### src/issue_pkg.sv
////////////////////////////////////////////////////////////////////////////
// Shared widths, types and constants for the four-thread issue stage.
// Every module imports this package with a wildcard import in its header.
// The instruction field positions below define the encoding that the
// host writes over the bus and that the select stage decodes.
////////////////////////////////////////////////////////////////////////////

package issue_pkg;

	// Thread count and per-thread storage
	localparam int num_threads = 4;
	localparam int fifo_depth = 4;
	localparam int ptr_width = $clog2(fifo_depth);
	localparam int count_width = $clog2(fifo_depth + 1);

	// Execution pipeline lengths, counted from issue_valid to wb_valid
	localparam int short_latency = 1;
	localparam int long_latency = 3;

	// Writeback slot tracking must reach past the longest pipeline
	localparam int slot_stages = 4;

	// Register file shape of one thread
	localparam int num_regs = 8;
	localparam int reg_width = 3;

	typedef logic [1:0] thread_idx_t;
	typedef logic [reg_width - 1:0] reg_idx_t;
	typedef logic [num_regs - 1:0] reg_mask_t;
	typedef logic [15:0] instr_word_t;

	// Bit positions of the instruction fields
	localparam int has_dest_bit = 15;
	localparam int dest_lsb = 12;
	localparam int has_src1_bit = 11;
	localparam int src1_lsb = 8;
	localparam int has_src2_bit = 7;
	localparam int src2_lsb = 4;
	localparam int is_long_bit = 3;
	localparam int tag_lsb = 0;
	localparam int tag_width = 3;

endpackage

### src/exec_writeback.sv
////////////////////////////////////////////////////////////////////////////
// Model of the execution pipelines. Short instructions reach writeback
// short_latency cycles after issue and long ones long_latency cycles
// after issue. Both delay lines share one writeback port; the select
// stage makes sure they never deliver in the same cycle.
////////////////////////////////////////////////////////////////////////////

`timescale 1ns/1ps

module exec_writeback import issue_pkg::*;
(
	input  logic clk,
	input  logic reset,
	input  logic issue_valid,
	input  thread_idx_t issue_thread,
	input  instr_word_t issue_instr,
	output logic wb_valid,
	output thread_idx_t wb_thread,
	output reg_idx_t wb_reg,
	output logic wb_has_dest,
	output instr_word_t wb_instr
);

	logic [short_latency - 1:0] short_valid;
	thread_idx_t short_thread [short_latency];
	instr_word_t short_instr [short_latency];
	logic [long_latency - 1:0] long_valid;
	thread_idx_t long_thread [long_latency];
	instr_word_t long_instr [long_latency];
	logic short_out;

	// Entry 0 takes the issued instruction, the last entry feeds writeback
	always_ff @(posedge clk or posedge reset)
	begin
		if (reset)
		begin
			short_valid <= '0;
			long_valid <= '0;
		end
		else
		begin
			short_valid <= (short_valid << 1)
				| short_latency'(issue_valid && !issue_instr[is_long_bit]);
			long_valid <= (long_valid << 1)
				| long_latency'(issue_valid && issue_instr[is_long_bit]);
		end
	end

	always_ff @(posedge clk)
	begin
		short_thread[0] <= issue_thread;
		short_instr[0] <= issue_instr;
		for (int i = 1; i < short_latency; i++)
		begin
			short_thread[i] <= short_thread[i - 1];
			short_instr[i] <= short_instr[i - 1];
		end
		long_thread[0] <= issue_thread;
		long_instr[0] <= issue_instr;
		for (int i = 1; i < long_latency; i++)
		begin
			long_thread[i] <= long_thread[i - 1];
			long_instr[i] <= long_instr[i - 1];
		end
	end

	// Merge the two lines onto the single writeback port
	assign short_out = short_valid[short_latency - 1];
	assign wb_valid = short_out || long_valid[long_latency - 1];
	assign wb_thread = short_out ? short_thread[short_latency - 1] : long_thread[long_latency - 1];
	assign wb_instr = short_out ? short_instr[short_latency - 1] : long_instr[long_latency - 1];
	assign wb_reg = wb_instr[dest_lsb +: reg_width];
	assign wb_has_dest = wb_instr[has_dest_bit];

endmodule

### src/instr_wb_slave.sv
////////////////////////////////////////////////////////////////////////////
// Wishbone classic write slave on the instruction input side.
// A write to address 0..3 enqueues the data word into that thread's FIFO.
// The ack is held off while the target FIFO is full and pulses together
// with the enqueue request. Reads are acknowledged and enqueue nothing.
////////////////////////////////////////////////////////////////////////////

`timescale 1ns/1ps

module instr_wb_slave import issue_pkg::*;
(
	input  logic clk,
	input  logic reset,
	input  logic wb_cyc,
	input  logic wb_stb,
	input  logic wb_we,
	input  logic [1:0] wb_adr,
	input  instr_word_t wb_dat,
	output logic wb_ack,
	input  logic [num_threads - 1:0] fifo_full,
	output logic enq_valid,
	output thread_idx_t enq_thread,
	output instr_word_t enq_instr
);

	thread_idx_t target;
	logic request;
	logic target_full;

	// The address low bits select the thread
	assign target = thread_idx_t'(wb_adr);
	assign target_full = fifo_full[target];

	// A new request is one that has not been acknowledged yet
	assign request = wb_cyc && wb_stb && !wb_ack;

	always_ff @(posedge clk or posedge reset)
	begin
		if (reset)
		begin
			wb_ack <= 1'b0;
			enq_valid <= 1'b0;
		end
		else
		begin
			// Writes wait for room in the FIFO, reads never wait
			wb_ack <= request && (!wb_we || !target_full);
			enq_valid <= request && wb_we && !target_full;
		end
	end

	// Payload is captured every cycle and only qualified by enq_valid
	always_ff @(posedge clk)
	begin
		enq_thread <= target;
		enq_instr <= wb_dat;
	end

endmodule

### src/multithread_issue.sv
////////////////////////////////////////////////////////////////////////////
// Top level of the four-thread issue stage. The host writes decoded
// instructions over Wishbone, the select stage issues them and the
// execution model returns writebacks that release the scoreboards.
////////////////////////////////////////////////////////////////////////////

`timescale 1ns/1ps

module multithread_issue import issue_pkg::*;
(
	input  logic clk,
	input  logic reset,
	input  logic wb_cyc,
	input  logic wb_stb,
	input  logic wb_we,
	input  logic [1:0] wb_adr,
	input  instr_word_t wb_dat,
	output logic wb_ack,
	output logic issue_valid,
	output thread_idx_t issue_thread,
	output instr_word_t issue_instr,
	output logic wb_valid,
	output thread_idx_t wb_thread,
	output reg_idx_t wb_reg,
	output logic wb_has_dest,
	output instr_word_t wb_instr
);

	logic [num_threads - 1:0] fifo_full;
	logic enq_valid;
	thread_idx_t enq_thread;
	instr_word_t enq_instr;

	// Bus side, turns writes into enqueue requests
	instr_wb_slave slave0 (
		.clk(clk),
		.reset(reset),
		.wb_cyc(wb_cyc),
		.wb_stb(wb_stb),
		.wb_we(wb_we),
		.wb_adr(wb_adr),
		.wb_dat(wb_dat),
		.wb_ack(wb_ack),
		.fifo_full(fifo_full),
		.enq_valid(enq_valid),
		.enq_thread(enq_thread),
		.enq_instr(enq_instr)
	);

	thread_select_stage select0 (
		.clk(clk),
		.reset(reset),
		.enq_valid(enq_valid),
		.enq_thread(enq_thread),
		.enq_instr(enq_instr),
		.fifo_full(fifo_full),
		.issue_valid(issue_valid),
		.issue_thread(issue_thread),
		.issue_instr(issue_instr),
		.wb_valid(wb_valid),
		.wb_thread(wb_thread),
		.wb_reg(wb_reg),
		.wb_has_dest(wb_has_dest)
	);

	// Writebacks loop back into the select stage scoreboards
	exec_writeback exec0 (
		.clk(clk),
		.reset(reset),
		.issue_valid(issue_valid),
		.issue_thread(issue_thread),
		.issue_instr(issue_instr),
		.wb_valid(wb_valid),
		.wb_thread(wb_thread),
		.wb_reg(wb_reg),
		.wb_has_dest(wb_has_dest),
		.wb_instr(wb_instr)
	);

endmodule

### src/rr_arbiter.sv
////////////////////////////////////////////////////////////////////////////
// Round-robin arbiter over the hardware threads.
// Grants the first requester at or after the priority pointer, one-hot.
// After a grant the pointer moves to the thread after the winner.
////////////////////////////////////////////////////////////////////////////

`timescale 1ns/1ps

module rr_arbiter import issue_pkg::*;
(
	input  logic clk,
	input  logic reset,
	input  logic [num_threads - 1:0] request,
	output logic [num_threads - 1:0] grant_oh
);

	thread_idx_t ptr;
	thread_idx_t cand;
	thread_idx_t winner;
	logic found;

	// Scan the threads starting at the pointer and stop at the first request
	always_comb
	begin
		grant_oh = '0;
		found = 1'b0;
		winner = ptr;
		cand = ptr;
		for (int i = 0; i < num_threads; i++)
		begin
			cand = ptr + thread_idx_t'(i);
			if (!found && request[cand])
			begin
				found = 1'b1;
				winner = cand;
				grant_oh[cand] = 1'b1;
			end
		end
	end

	always_ff @(posedge clk or posedge reset)
	begin
		if (reset)
			ptr <= '0;
		else if (found)
			ptr <= winner + 1'b1;
	end

endmodule

### src/thread_fifo.sv
////////////////////////////////////////////////////////////////////////////
// Synchronous instruction FIFO, one instance per thread.
// The head entry is visible combinationally while the FIFO is not empty.
// Push and pop may happen in the same cycle. Callers never push when full
// and never pop when empty.
////////////////////////////////////////////////////////////////////////////

`timescale 1ns/1ps

module thread_fifo import issue_pkg::*;
(
	input  logic clk,
	input  logic reset,
	input  logic push,
	input  instr_word_t push_data,
	input  logic pop,
	output instr_word_t head,
	output logic empty,
	output logic full
);

	instr_word_t mem [fifo_depth];
	logic [ptr_width - 1:0] rd_ptr;
	logic [ptr_width - 1:0] wr_ptr;
	logic [count_width - 1:0] count;

	assign head = mem[rd_ptr];
	assign empty = (count == '0);
	assign full = (count == count_width'(fifo_depth));

	// Pointers wrap naturally because the depth is a power of two
	always_ff @(posedge clk or posedge reset)
	begin
		if (reset)
		begin
			rd_ptr <= '0;
			wr_ptr <= '0;
			count <= '0;
		end
		else
		begin
			if (push)
				wr_ptr <= wr_ptr + 1'b1;

			if (pop)
				rd_ptr <= rd_ptr + 1'b1;

			// The count only moves when exactly one side is active
			if (push && !pop)
				count <= count + 1'b1;
			else if (pop && !push)
				count <= count - 1'b1;
		end
	end

	// Storage array
	always_ff @(posedge clk)
	begin
		if (push)
			mem[wr_ptr] <= push_data;
	end

endmodule

### src/thread_select_stage.sv
////////////////////////////////////////////////////////////////////////////
// Thread select stage. Holds one instruction FIFO per thread, the register
// scoreboards and the writeback slot tracker. Each cycle one eligible
// thread is picked round-robin, its head instruction is popped and the
// issue outputs are registered for the execution part.
////////////////////////////////////////////////////////////////////////////

`timescale 1ns/1ps

module thread_select_stage import issue_pkg::*;
(
	input  logic clk,
	input  logic reset,
	input  logic enq_valid,
	input  thread_idx_t enq_thread,
	input  instr_word_t enq_instr,
	output logic [num_threads - 1:0] fifo_full,
	output logic issue_valid,
	output thread_idx_t issue_thread,
	output instr_word_t issue_instr,
	input  logic wb_valid,
	input  thread_idx_t wb_thread,
	input  reg_idx_t wb_reg,
	input  logic wb_has_dest
);

	instr_word_t head [num_threads];
	reg_mask_t scoreboard [num_threads];
	reg_mask_t dest_mask [num_threads];
	reg_mask_t clear_mask [num_threads];
	logic [num_threads - 1:0] fifo_empty;
	logic [num_threads - 1:0] fifo_pop;
	logic [num_threads - 1:0] eligible;
	logic [num_threads - 1:0] grant_oh;
	logic [slot_stages - 1:0] wb_slots;
	logic [slot_stages - 1:0] wb_slots_next;
	thread_idx_t grant_idx;
	instr_word_t grant_instr;
	logic grant_any;

	genvar t;
	generate
		for (t = 0; t < num_threads; t++)
		begin : thread_logic
			reg_mask_t dep_mask;
			logic slot_conflict;

			thread_fifo fifo0 (
				.clk(clk),
				.reset(reset),
				.push(enq_valid && enq_thread == thread_idx_t'(t)),
				.push_data(enq_instr),
				.pop(fifo_pop[t]),
				.head(head[t]),
				.empty(fifo_empty[t]),
				.full(fifo_full[t])
			);

			// Destination bit of the head instruction, set in the scoreboard at issue
			assign dest_mask[t] = head[t][has_dest_bit]
				? reg_mask_t'(1) << head[t][dest_lsb +: reg_width] : '0;

			// Sources catch RAW hazards, the destination catches WAW and WAR
			always_comb
			begin
				dep_mask = dest_mask[t];
				if (head[t][has_src1_bit])
					dep_mask |= reg_mask_t'(1) << head[t][src1_lsb +: reg_width];
				if (head[t][has_src2_bit])
					dep_mask |= reg_mask_t'(1) << head[t][src2_lsb +: reg_width];
			end

			// A short result must not land on a slot already taken by a long one
			assign slot_conflict = !head[t][is_long_bit] && wb_slots[short_latency + 1];

			assign eligible[t] = !fifo_empty[t]
				&& (scoreboard[t] & dep_mask) == '0
				&& !slot_conflict;

			// Writebacks release the register at the end of the wb_valid cycle
			assign clear_mask[t] = (wb_valid && wb_has_dest && wb_thread == thread_idx_t'(t))
				? reg_mask_t'(1) << wb_reg : '0;

			assign fifo_pop[t] = grant_oh[t];
		end
	endgenerate

	rr_arbiter arb0 (
		.clk(clk),
		.reset(reset),
		.request(eligible),
		.grant_oh(grant_oh)
	);

	// Turn the one-hot grant into a thread number
	always_comb
	begin
		grant_idx = '0;
		for (int i = 0; i < num_threads; i++)
		begin
			if (grant_oh[i])
				grant_idx = thread_idx_t'(i);
		end
	end

	assign grant_any = |grant_oh;
	assign grant_instr = head[grant_idx];

	// Bit k of the slot register marks a writeback k cycles after the current one.
	// A grant now reaches issue_valid next cycle, so its writeback lands at
	// bit latency of the next value.
	always_comb
	begin
		wb_slots_next = {1'b0, wb_slots[slot_stages - 1:1]};
		if (grant_any)
		begin
			if (grant_instr[is_long_bit])
				wb_slots_next[long_latency] = 1'b1;
			else
				wb_slots_next[short_latency] = 1'b1;
		end
	end

	always_ff @(posedge clk or posedge reset)
	begin
		if (reset)
		begin
			issue_valid <= 1'b0;
			wb_slots <= '0;
			for (int i = 0; i < num_threads; i++)
				scoreboard[i] <= '0;
		end
		else
		begin
			issue_valid <= grant_any;
			wb_slots <= wb_slots_next;
			for (int i = 0; i < num_threads; i++)
			begin
				scoreboard[i] <= (scoreboard[i] & ~clear_mask[i])
					| (grant_oh[i] ? dest_mask[i] : '0);
			end
		end
	end

	// Issue payload, qualified by issue_valid
	always_ff @(posedge clk)
	begin
		issue_thread <= grant_idx;
		issue_instr <= grant_instr;
	end

endmodule
### config.mk
export PLATFORM = sky130hd
export DESIGN_NAME = multithread_issue
export DESIGN_NICKNAME = d
export VERILOG_FILES = /design/src/issue_pkg.sv /design/src/exec_writeback.sv /design/src/instr_wb_slave.sv /design/src/multithread_issue.sv /design/src/rr_arbiter.sv /design/src/thread_fifo.sv /design/src/thread_select_stage.sv
export SDC_FILE = /design/constraint.sdc
export NUM_CORES = 1
export LEC_CHECK = 0
export BUFFER_PORTS_ARGS = -buffer_cell sky130_fd_sc_hd__clkbuf_2
export CORE_MARGIN = 1
export CORE_UTILIZATION = 50
export DETAILED_ROUTE_END_ITERATION = 12
export PLACE_DENSITY_LB_ADDON = 0.08
export SETUP_SLACK_MARGIN = 0.3
export SLEW_MARGIN = 20
export SYNTH_ARGS = -nofsm -noshare
export SYNTH_HDL_FRONTEND = slang
export SYNTH_SLANG_ARGS = --single-unit
### constraint.sdc
create_clock -name clk -period 5.2 [get_ports clk]
set_input_delay 1.04 -clock clk [delete_from_list [all_inputs] [get_ports clk]]
set_output_delay 1.04 -clock clk [all_outputs]
set_load 0.01 [all_outputs]
==> results of run 1 <==
[cell usage in the layout, fill, tap and decap left out, drive strengths merged, types with 5 or more instances in the layout]
cell type,count
edfxtp,256
clkbuf,123
dfxtp,90
o21ai,88
dfrtp,71
mux4,67
inv,41
nand2,37
buf,29
ha,26
nand4b,23
nor4bb,22
mux2,21
and2,19
nor2,17
mux2i,16
xnor2,16
nor4b,15
a21o,13
a21oi,12
clkinv,12
nand4,11
o211ai,9
xor2,9
nand2b,9
nand3b,8
a221o,7
nand3,7
a31oi,7
o31ai,7
o221ai,6
or2,5
o31a,5
nor3,5
or3,5
[flip-flops by register name, summed over array words and instances, names as in the netlist]
| register | flops |
|---|---|
| select0.thread_logic.fifo0.rd_ptr | 8 |
| select0.issue_thread | 2 |
| select0.issue_valid | 1 |
| select0.thread_logic.fifo0.wr_ptr | 8 |
| exec0.short_out | 1 |
| slave0.enq_thread | 2 |
| select0.thread_logic.fifo0.count | 12 |
| exec0.short_instr | 15 |
| select0.thread_logic.fifo0.mem | 256 |
| select0.arb0.ptr | 2 |
| slave0.enq_instr | 16 |
| exec0.long_instr | 33 |
| slave0.enq_valid | 1 |
| select0.scoreboard | 32 |
| slave0.wb_ack | 1 |
| exec0.long_valid | 3 |
| select0.issue_instr | 16 |
| exec0.long_thread | 5 |
| exec0.short_thread | 1 |
| select0.wb_slots | 2 |
[kinds of logic (layout without fill, tap and decap cells)]
logic type,count (synthesis),count (layout),synth area share (%)
multiplexers,102,104,11.1
flip-flops,417,417,67.0
adder cells (fa/ha/maj),30,30,2.41
AO/OA/AOI/OAI,189,189,7.60
buffers and inverters,73,211,2.16
XOR/XNOR,25,25,1.30
AND/OR/NAND/NOR,209,209,8.48
[through the flow]
| stage | hold WS (ps) | util, % | area (sq um) |
|---|---|---|---|
| floorplan | 310 | - | 16800 |
| global placement | 310 | 54.0 | 17700 |
| detailed placement | 313 | 54.0 | 17700 |
| CTS | 326 | 58.4 | 19100 |
| global route | 333 | 58.9 | 19300 |
| finish | 324 | 58.9 | 19300 |
[layer usage]
| metal | wire (um) | vias to the layer above | global-route usage, % | share of wire, % |
|---|---|---|---|---|
| li1 | - | 4366 | - | - |
| met1 | 18800 | 5017 | 35.3 | 46 |
| met2 | 18500 | 330 | 36.8 | 45 |
| met3 | 2560 | 65 | 4.33 | 6.2 |
| met4 | 1080 | 0 | 8.43 | 2.6 |
| met5 | 0 | - | 0 | 0 |
[final cells by class]
class / count / area [sq um]
tap: 442 / 553
inverter: 38 / 144
multi-input combinational: 557 / 5300
clock buffer: 58 / 1260
timing repair buffer: 94 / 608
fill: 2560 / 13500
clock inverter: 21 / 180
sequential: 417 / 11300
[final timing paths]
kind,cells past startpoint,endpoint,start,slack (ps)
max in group asynchronous,3,select0.thread_logic[2].fifo0.wr_ptr[0]$_DFFE_PP0P_,reset,3660
min in group asynchronous,2,select0.thread_logic[0].fifo0.count[1]$_DFFE_PP0P_,reset,450
setup / recovery,16,select0.thread_logic[1].fifo0.count[2]$_DFFE_PP0P_,select0.thread_logic[1].fifo0.rd_ptr[0]$_DFFE_PP0N_,470
setup reg to reg,16,select0.thread_logic[1].fifo0.count[2]$_DFFE_PP0P_,select0.thread_logic[1].fifo0.rd_ptr[0]$_DFFE_PP0N_,470
hold reg to reg,0,exec0.long_instr[0][34]$_DFF_P_,exec0.long_instr[0][18]$_DFF_P_,320
hold / removal,0,exec0.long_instr[0][34]$_DFF_P_,exec0.long_instr[0][18]$_DFF_P_,320
[repair_timing]
item,4_1_cts,5_1_grt
endpoints found under the hold margin,0,0
setup buffers,0,5
cloned,0,2
pin swaps,0,2
endpoints found under the setup margin,1,10
gates resized for setup,1,9
==> results.tsv, run 1 <==
metric	value	unit
finalSetupViolCount	0	
cell_family_contributing_the_most_delay_on_the_critical_path	multiplexers	
yosys-top-cells-count	edfxtp_1 (256), dfxtp_1 (90), o21ai_0 (77)	
fp.dieArea	34400	sq um
max_freq	211	MHz
mappedNetlistArea	16800	sq um
antenna_found_initial	2	
post_drt_wl_per_cell	25.2	um
hold_path.class	register to register	
synthesis.area_per_instance	16.1	sq um
netlist_instances	1045	
finalHoldViolCount	0	
run_status	finished clean	
final_nets	1204	
drc	0	
cts_made_buffers	43	
syn-num-nets	1098	
worstMarginPinSlew	1130	ps
data_required_time_at_the_worst_endpoint	5680	ps
worst-path-buf-inv	3	
grt-ovfl-total	0	
clock-sinks	417	
yosysWarningCount	0	
yosys_register_bits	417	
synth_cell_types	75	
final_layout_size_suffix_gt1_share	23.8	%
synth_sequential_area_ratio	67.0	%
final_max_slew_viol_count	0	
postSynth.topFlopCell	edfxtp_1	
routed_via_density	6.01	
critical_path.slowest_cell	mux4_2	
critPathLaunchType	register	
critical_path.max_fanout	17	
syn2layout_area_growth	14.8	%
final_wl	41000	um
grt_pass1_wl	60200	um
synth_edf_count	256	
hold_bufs_at_cts	0	
gp_congestion	0.938	
most_used_standard_cell_by_instance_count_after_synthesis	edfxtp_1	
design.portCount	66	
clock-root-buffer	clkbuf_16	
dp.cells	1540	
floorplan.initialDensity	51.3	%
final-instance-count-excl-fill	1627	
max-slew-margin-rel	24.9	%
period_needed	4730	ps
layout_setup_ws	471	ps
min_period_over_period	90.9	%
place_worst_setup_slack	325	ps
antenna_cells_inserted	0	
cts_htree_levels	2	
worst_ep_arrival	5210	ps
dp_hpwl	26700	um
postSynth.asyncResetShare	17.0	%
clock_insertion_delay_worst_skew	560	ps
via_count_of_the_first_global_routing_pass	9508	
grt_setup_unrepaired	true	
clock-skew-final	17.1	ps
path_class	register to register	
cp_cell_sequence	buf_8 -> mux4_2 -> buf_4 -> nand4b_1 -> o221ai_1 -> a2111o_1 -> or3_1 -> mux4_2 -> nand2b_1 -> a32oi_2 -> ha_1 -> inv_1 -> fa_1 -> xor2_1 -> nor2_1 -> xor2_1	
netlist.area_leader.share	45.7	%
tritoncts	built	
coreArea	32800	sq um
yosys-top-cells-area	edfxtp_1 (46%), dfxtp_1 (11%), dfrtp_1 (11%)	
pin_count_of_the_biggest_net_entering_global_routing	51	
synthDominantAreaCellType	edfxtp_1	
setup_total_negative_slack	0	ps
io_buffer_count	65	
floorplan.die.height	185	um
dr_total_vias	9778	
die-width	185	um
end_kind	register	
max_cap_violations	0	
max_stage_delay	620	ps
grt.total_usage	24.3	%
number_of_cell_rows	66	
clock_path_buffers	3	
path_clk_slew	70	ps
final_antenna_net_count	0	
drt-initial-drc-count	936	
drt_pass1_iterations	5	
Power of run 1 is left out: the tool's default activity adds up to more than one toggle a clock period on the data nets, which glitch-free logic cannot reach.
==> run 2: changes to the inputs <==
CORE_UTILIZATION = 45   (was 50)
MAX_ROUTING_LAYER = met4   (was not set)
==> results.tsv, run 2 (synthesis gave the netlist of run 1 again) <==
metric	value	unit
syn2layout_area_growth	14.5	%
via_count_of_the_first_global_routing_pass	9423	
layout_top_registers	select0.thread_logic.fifo0.mem: 256 flops, exec0.long_instr: 33 flops, select0.scoreboard: 32 flops	
grt_pass1_wl	61300	um
cts_made_buffers	45	
setup_total_negative_slack	0	ps
clock-root-buffer	clkbuf_16	
r2r_slack	500	ps
path_clk_slew	60	ps
final_layout_size_suffix_gt1_share	22.8	%
final_antenna_net_count	0	
run_status	finished clean	
dr_total_vias	9518	
end_kind	register	
floorplan.die.height	195	um
io_buffer_count	65	
top_register	select0.thread_logic.fifo0.mem	
design.portCount	66	
final_nets	1199	
tritoncts	built	
final_max_slew_viol_count	0	
max_freq	213	MHz
n_fill_cell	3033	
period_needed	4700	ps
drt-initial-drc-count	786	
finalSetupViolCount	0	
pin_count_of_the_biggest_net_entering_global_routing	48	
max-slew-margin-rel	29.2	%
drt_pass1_iterations	5	
path_class	register to register	
gp_congestion	0.913	
finalHoldViolCount	0	
max_cap_violations	0	
worstMarginPinSlew	1060	ps
clock_path_buffers	3	
dp_hpwl	27900	um
clock_insertion_delay_worst_skew	580	ps
largest_register_ff_count	256	
final_cell_mix	edfxtp_1 (256), dfxtp_1 (90), o21ai_0 (77), dfrtp_1 (70)	
grt_setup_unrepaired	false	
grt.total_usage	22.8	%
antenna_found_initial	2	
die-width	195	um
clock-sinks	417	
final-instance-count-excl-fill	1651	
critPathLaunchType	register	
number_of_cell_rows	70	
routed_via_density	5.76	
data_required_time_at_the_worst_endpoint	5660	ps
dp.cells	1564	
grt-ovfl-total	0	
hold_path.class	register to register	
drc	0	
fp.dieArea	38100	sq um
clock-skew-final	25.3	ps
antenna_cells_inserted	0	
coreArea	36700	sq um
most_frequent_standard_cell_in_the_layout_excluding_fill_and_tap_cells	edfxtp_1	
final_wl	40900	um
worst_ep_arrival	5160	ps
footprint_of_the_multi_input_gates	5230	sq um
critical_path.max_fanout	18	
floorplan.initialDensity	45.8	%
cts_htree_levels	2	
post_drt_wl_per_cell	24.8	um
sequential_standard_cell_area	11300	sq um
min_period_over_period	90.4	%
run 2: cell count changes in the layout (fill, tap and decap cells not counted), moves of 2 or more:
cell / change
buf_4: -4
clkbuf_8: -5
clkinv_1: +2
mux4_1: -2
inv_4: -3
bufinv_16: +2
buf_8: -2
clkbuf_1: +8
run 2: metal layers:
metal / wire length [um] / GRT usage [%] / vias up
li1: - / - / 4335
met1: 19500 / 32.8 / 4873
met2: 18200 / 32.6 / 246
met3: 1860 / 3.82 / 64
met4: 1250 / 8.43 / 0
met5: 0 / - / -
run 2: worst paths after layout:
| kind | from | to | cells after the start |
|---|---|---|---|
| min reg2reg | exec0.long_instr[0][26]$_DFF_P_ | exec0.long_instr[0][42]$_DFF_P_ | 0 |
| min in group asynchronous | reset | slave0.wb_ack$_DFF_PP0_ | 2 |
| min | exec0.long_instr[0][26]$_DFF_P_ | exec0.long_instr[0][42]$_DFF_P_ | 0 |
| max | select0.thread_logic[2].fifo0.rd_ptr[0]$_DFFE_PP0N_ | select0.thread_logic[1].fifo0.count[1]$_DFFE_PP0P_ | 13 |
| max in group asynchronous | reset | select0.thread_logic[2].fifo0.wr_ptr[1]$_DFFE_PP0P_ | 3 |
| max reg2reg | select0.thread_logic[2].fifo0.rd_ptr[0]$_DFFE_PP0N_ | select0.thread_logic[1].fifo0.count[1]$_DFFE_PP0P_ | 13 |
run 2: repair_timing:
item | CTS | global route
buffers inserted | 0 | 3
endpoints found under the setup margin | 0 | 19
hold buffers | 0 | 0
hold endpoints to repair | 0 | 0
resized for setup | 0 | 9
run 2: cell type report:
type | count | share of cell area, %
clock buffers | 60 | 6.30
clock inverters | 24 | 1.33
inverters | 38 | 0.747
multi-input cells | 555 | 27.2
flip-flops and latches | 417 | 58.5
well taps | 468 | 3.04
repair buffers | 89 | 2.90
run 2: metrics by stage:
stage	util, %	setup slack (ps)	instance area, sq um	hold WS, ps
6_report	52.5	501	19300	323
5_1_grt	52.5	303	19300	330
3_3_place_gp	48.3	434	17700	311
2_1_floorplan	-	430	16800	310
3_5_place_dp	48.3	411	17700	312
4_1_cts	52.3	413	19200	323
run 2: critical path: stages (launching register included):
cell and delay (ps):
dfrtp_1 370, buf_12 200, mux4_2 640, or4b_1 570
o211ai_1 110, a221o_1 230, or3_1 290, nand2_1 200
o31ai_1 710, a32oi_2 260, ha_1 270, inv_1 70
fa_1 400, mux2_2 260
Power of run 2 is left out for the same reason.
==> run 3: changes to the inputs <==
REMOVE_ABC_BUFFERS = 1   (was not set)
==> results.tsv, run 3 (synthesis gave the netlist of run 1 again) <==
metric	value	unit
run_status	finished clean	
tritoncts	built	
critical_path.max_fanout	19	
die-width	195	um
detailed_place.area	17700	sq um
syn2layout_area_growth	14.7	%
number_of_cell_rows	70	
grt-ovfl-total	0	
floorplan.die.height	195	um
final_antenna_net_count	0	
clock_insertion_delay_worst_skew	570	ps
clock_path_buffers	3	
end_kind	register	
grt_setup_unrepaired	true	
worst_ep_arrival	5190	ps
max_cap_violations	0	
coreArea	36700	sq um
design_area	19300	sq um
antenna_found_initial	0	
layout_top_registers	select0.thread_logic.fifo0.mem: 256 flops, exec0.long_instr: 33 flops, select0.scoreboard: 32 flops	
final_layout_size_suffix_gt1_share	23.6	%
dp.cells	1564	
period_needed	4700	ps
drt_pass1_iterations	5	
routed_via_density	5.84	
clock-sinks	417	
clock-root-buffer	clkbuf_16	
pin_count_of_the_biggest_net_entering_global_routing	50	
max_freq	213	MHz
drc	0	
final_max_slew_viol_count	0	
critPathLaunchType	register	
gp_congestion	0.928	
clock-skew-final	12.8	ps
grt_pass1_wl	62700	um
final_wl	41700	um
final_nets	1212	
data_required_time_at_the_worst_endpoint	5690	ps
final-instance-count-excl-fill	1661	
n_fill_cell	3072	
dp_hpwl	28100	um
largest_register_ff_count	256	
fp.dieArea	38100	sq um
io_buffer_count	65	
setup_total_negative_slack	0	ps
min_period_over_period	90.5	%
path_clk_slew	60	ps
grt.total_usage	23.2	%
hold_path.class	register to register	
dr_total_vias	9702	
final_cell_mix	edfxtp_1 (256), dfxtp_1 (90), o21ai_0 (77), dfrtp_1 (70)	
cts_htree_levels	2	
most_frequent_standard_cell_in_the_layout_excluding_fill_and_tap_cells	edfxtp_1	
via_count_of_the_first_global_routing_pass	9608	
finalSetupViolCount	0	
post_drt_wl_per_cell	25.1	um
cts_made_buffers	45	
worstMarginPinSlew	1010	ps
antenna_cells_inserted	0	
final_core_utilization	52.6	%
max-slew-margin-rel	32.7	%
top_register	select0.thread_logic.fifo0.mem	
floorplan.initialDensity	45.8	%
design.portCount	66	
finalHoldViolCount	0	
path_class	register to register	
drt-initial-drc-count	699	
run 3: changes by cell type in the layout (fill, tap and decap cells not counted), sizes merged:
cell	previous run	this run
buf	24	37
bufinv	4	2
clkinv	16	18
inv	39	37
clkbuf	125	124
run 3: stage by stage:
| step | setup slack (ps) | hold slack (ps) |
|---|---|---|
| CTS | 384 | 327 |
| global route | 293 | 333 |
| floorplan | -326 | 310 |
| detailed placement | 383 | 313 |
| finish | 496 | 325 |
| global placement | 419 | 310 |
run 3: cell type report:
type | instances | area [sq um] | share of cell area [%]
clock buffer | 59 | 1220 | 6.32
inverter | 38 | 144 | 0.746
sequential | 417 | 11300 | 58.4
tap | 468 | 586 | 3.04
timing repair buffer | 102 | 678 | 3.52
multi-input combinational | 555 | 5220 | 27.1
clock inverter | 22 | 174 | 0.902
run 3: per-layer routing:
metal,up-vias,wire length [um],global-route usage [%]
met5,-,0,-
met4,0,960,6.77
li1,4381,-,-
met3,63,1860,3.21
met2,251,19200,35.1
met1,5007,19600,32.6
run 3: path summary, 6_finish.rpt:
kind	cells after the start	end	slack, ps	from
min in group asynchronous	2	select0.arb0.ptr[1]$_DFFE_PP0P_	450	reset
worst max-delay path	15	select0.thread_logic[1].fifo0.count[2]$_DFFE_PP0P_	500	select0.thread_logic[1].fifo0.rd_ptr[0]$_DFFE_PP0N_
worst min register to register	0	exec0.long_instr[0][43]$_DFF_P_	320	exec0.long_instr[0][27]$_DFF_P_
worst min-delay path	0	exec0.long_instr[0][43]$_DFF_P_	320	exec0.long_instr[0][27]$_DFF_P_
worst max register to register	15	select0.thread_logic[1].fifo0.count[2]$_DFFE_PP0P_	500	select0.thread_logic[1].fifo0.rd_ptr[0]$_DFFE_PP0N_
max in group asynchronous	3	select0.thread_logic[3].fifo0.rd_ptr[0]$_DFFE_PP0N_	3590	reset
run 3: timing repair:
item	CTS	global route
hold endpoints to repair	0	0
setup endpoints to repair	0	13
hold buffers	0	0
resized for setup	0	7
setup buffers	0	16
run 3: critical path: stages (launching register included):
cell      delay [ps]
dfrtp_1          370
buf_12           190
mux4_2           620
nor4bb_1         170
o31a_1           300
a2111o_1         450
or3_4            390
mux4_2           530
nand2b_1         180
a32oi_2          280
ha_1             240
inv_1             60
fa_1             370
xor2_1           170
nor2_1           110
xor2_1           160
Power of run 3 is left out for the same reason.
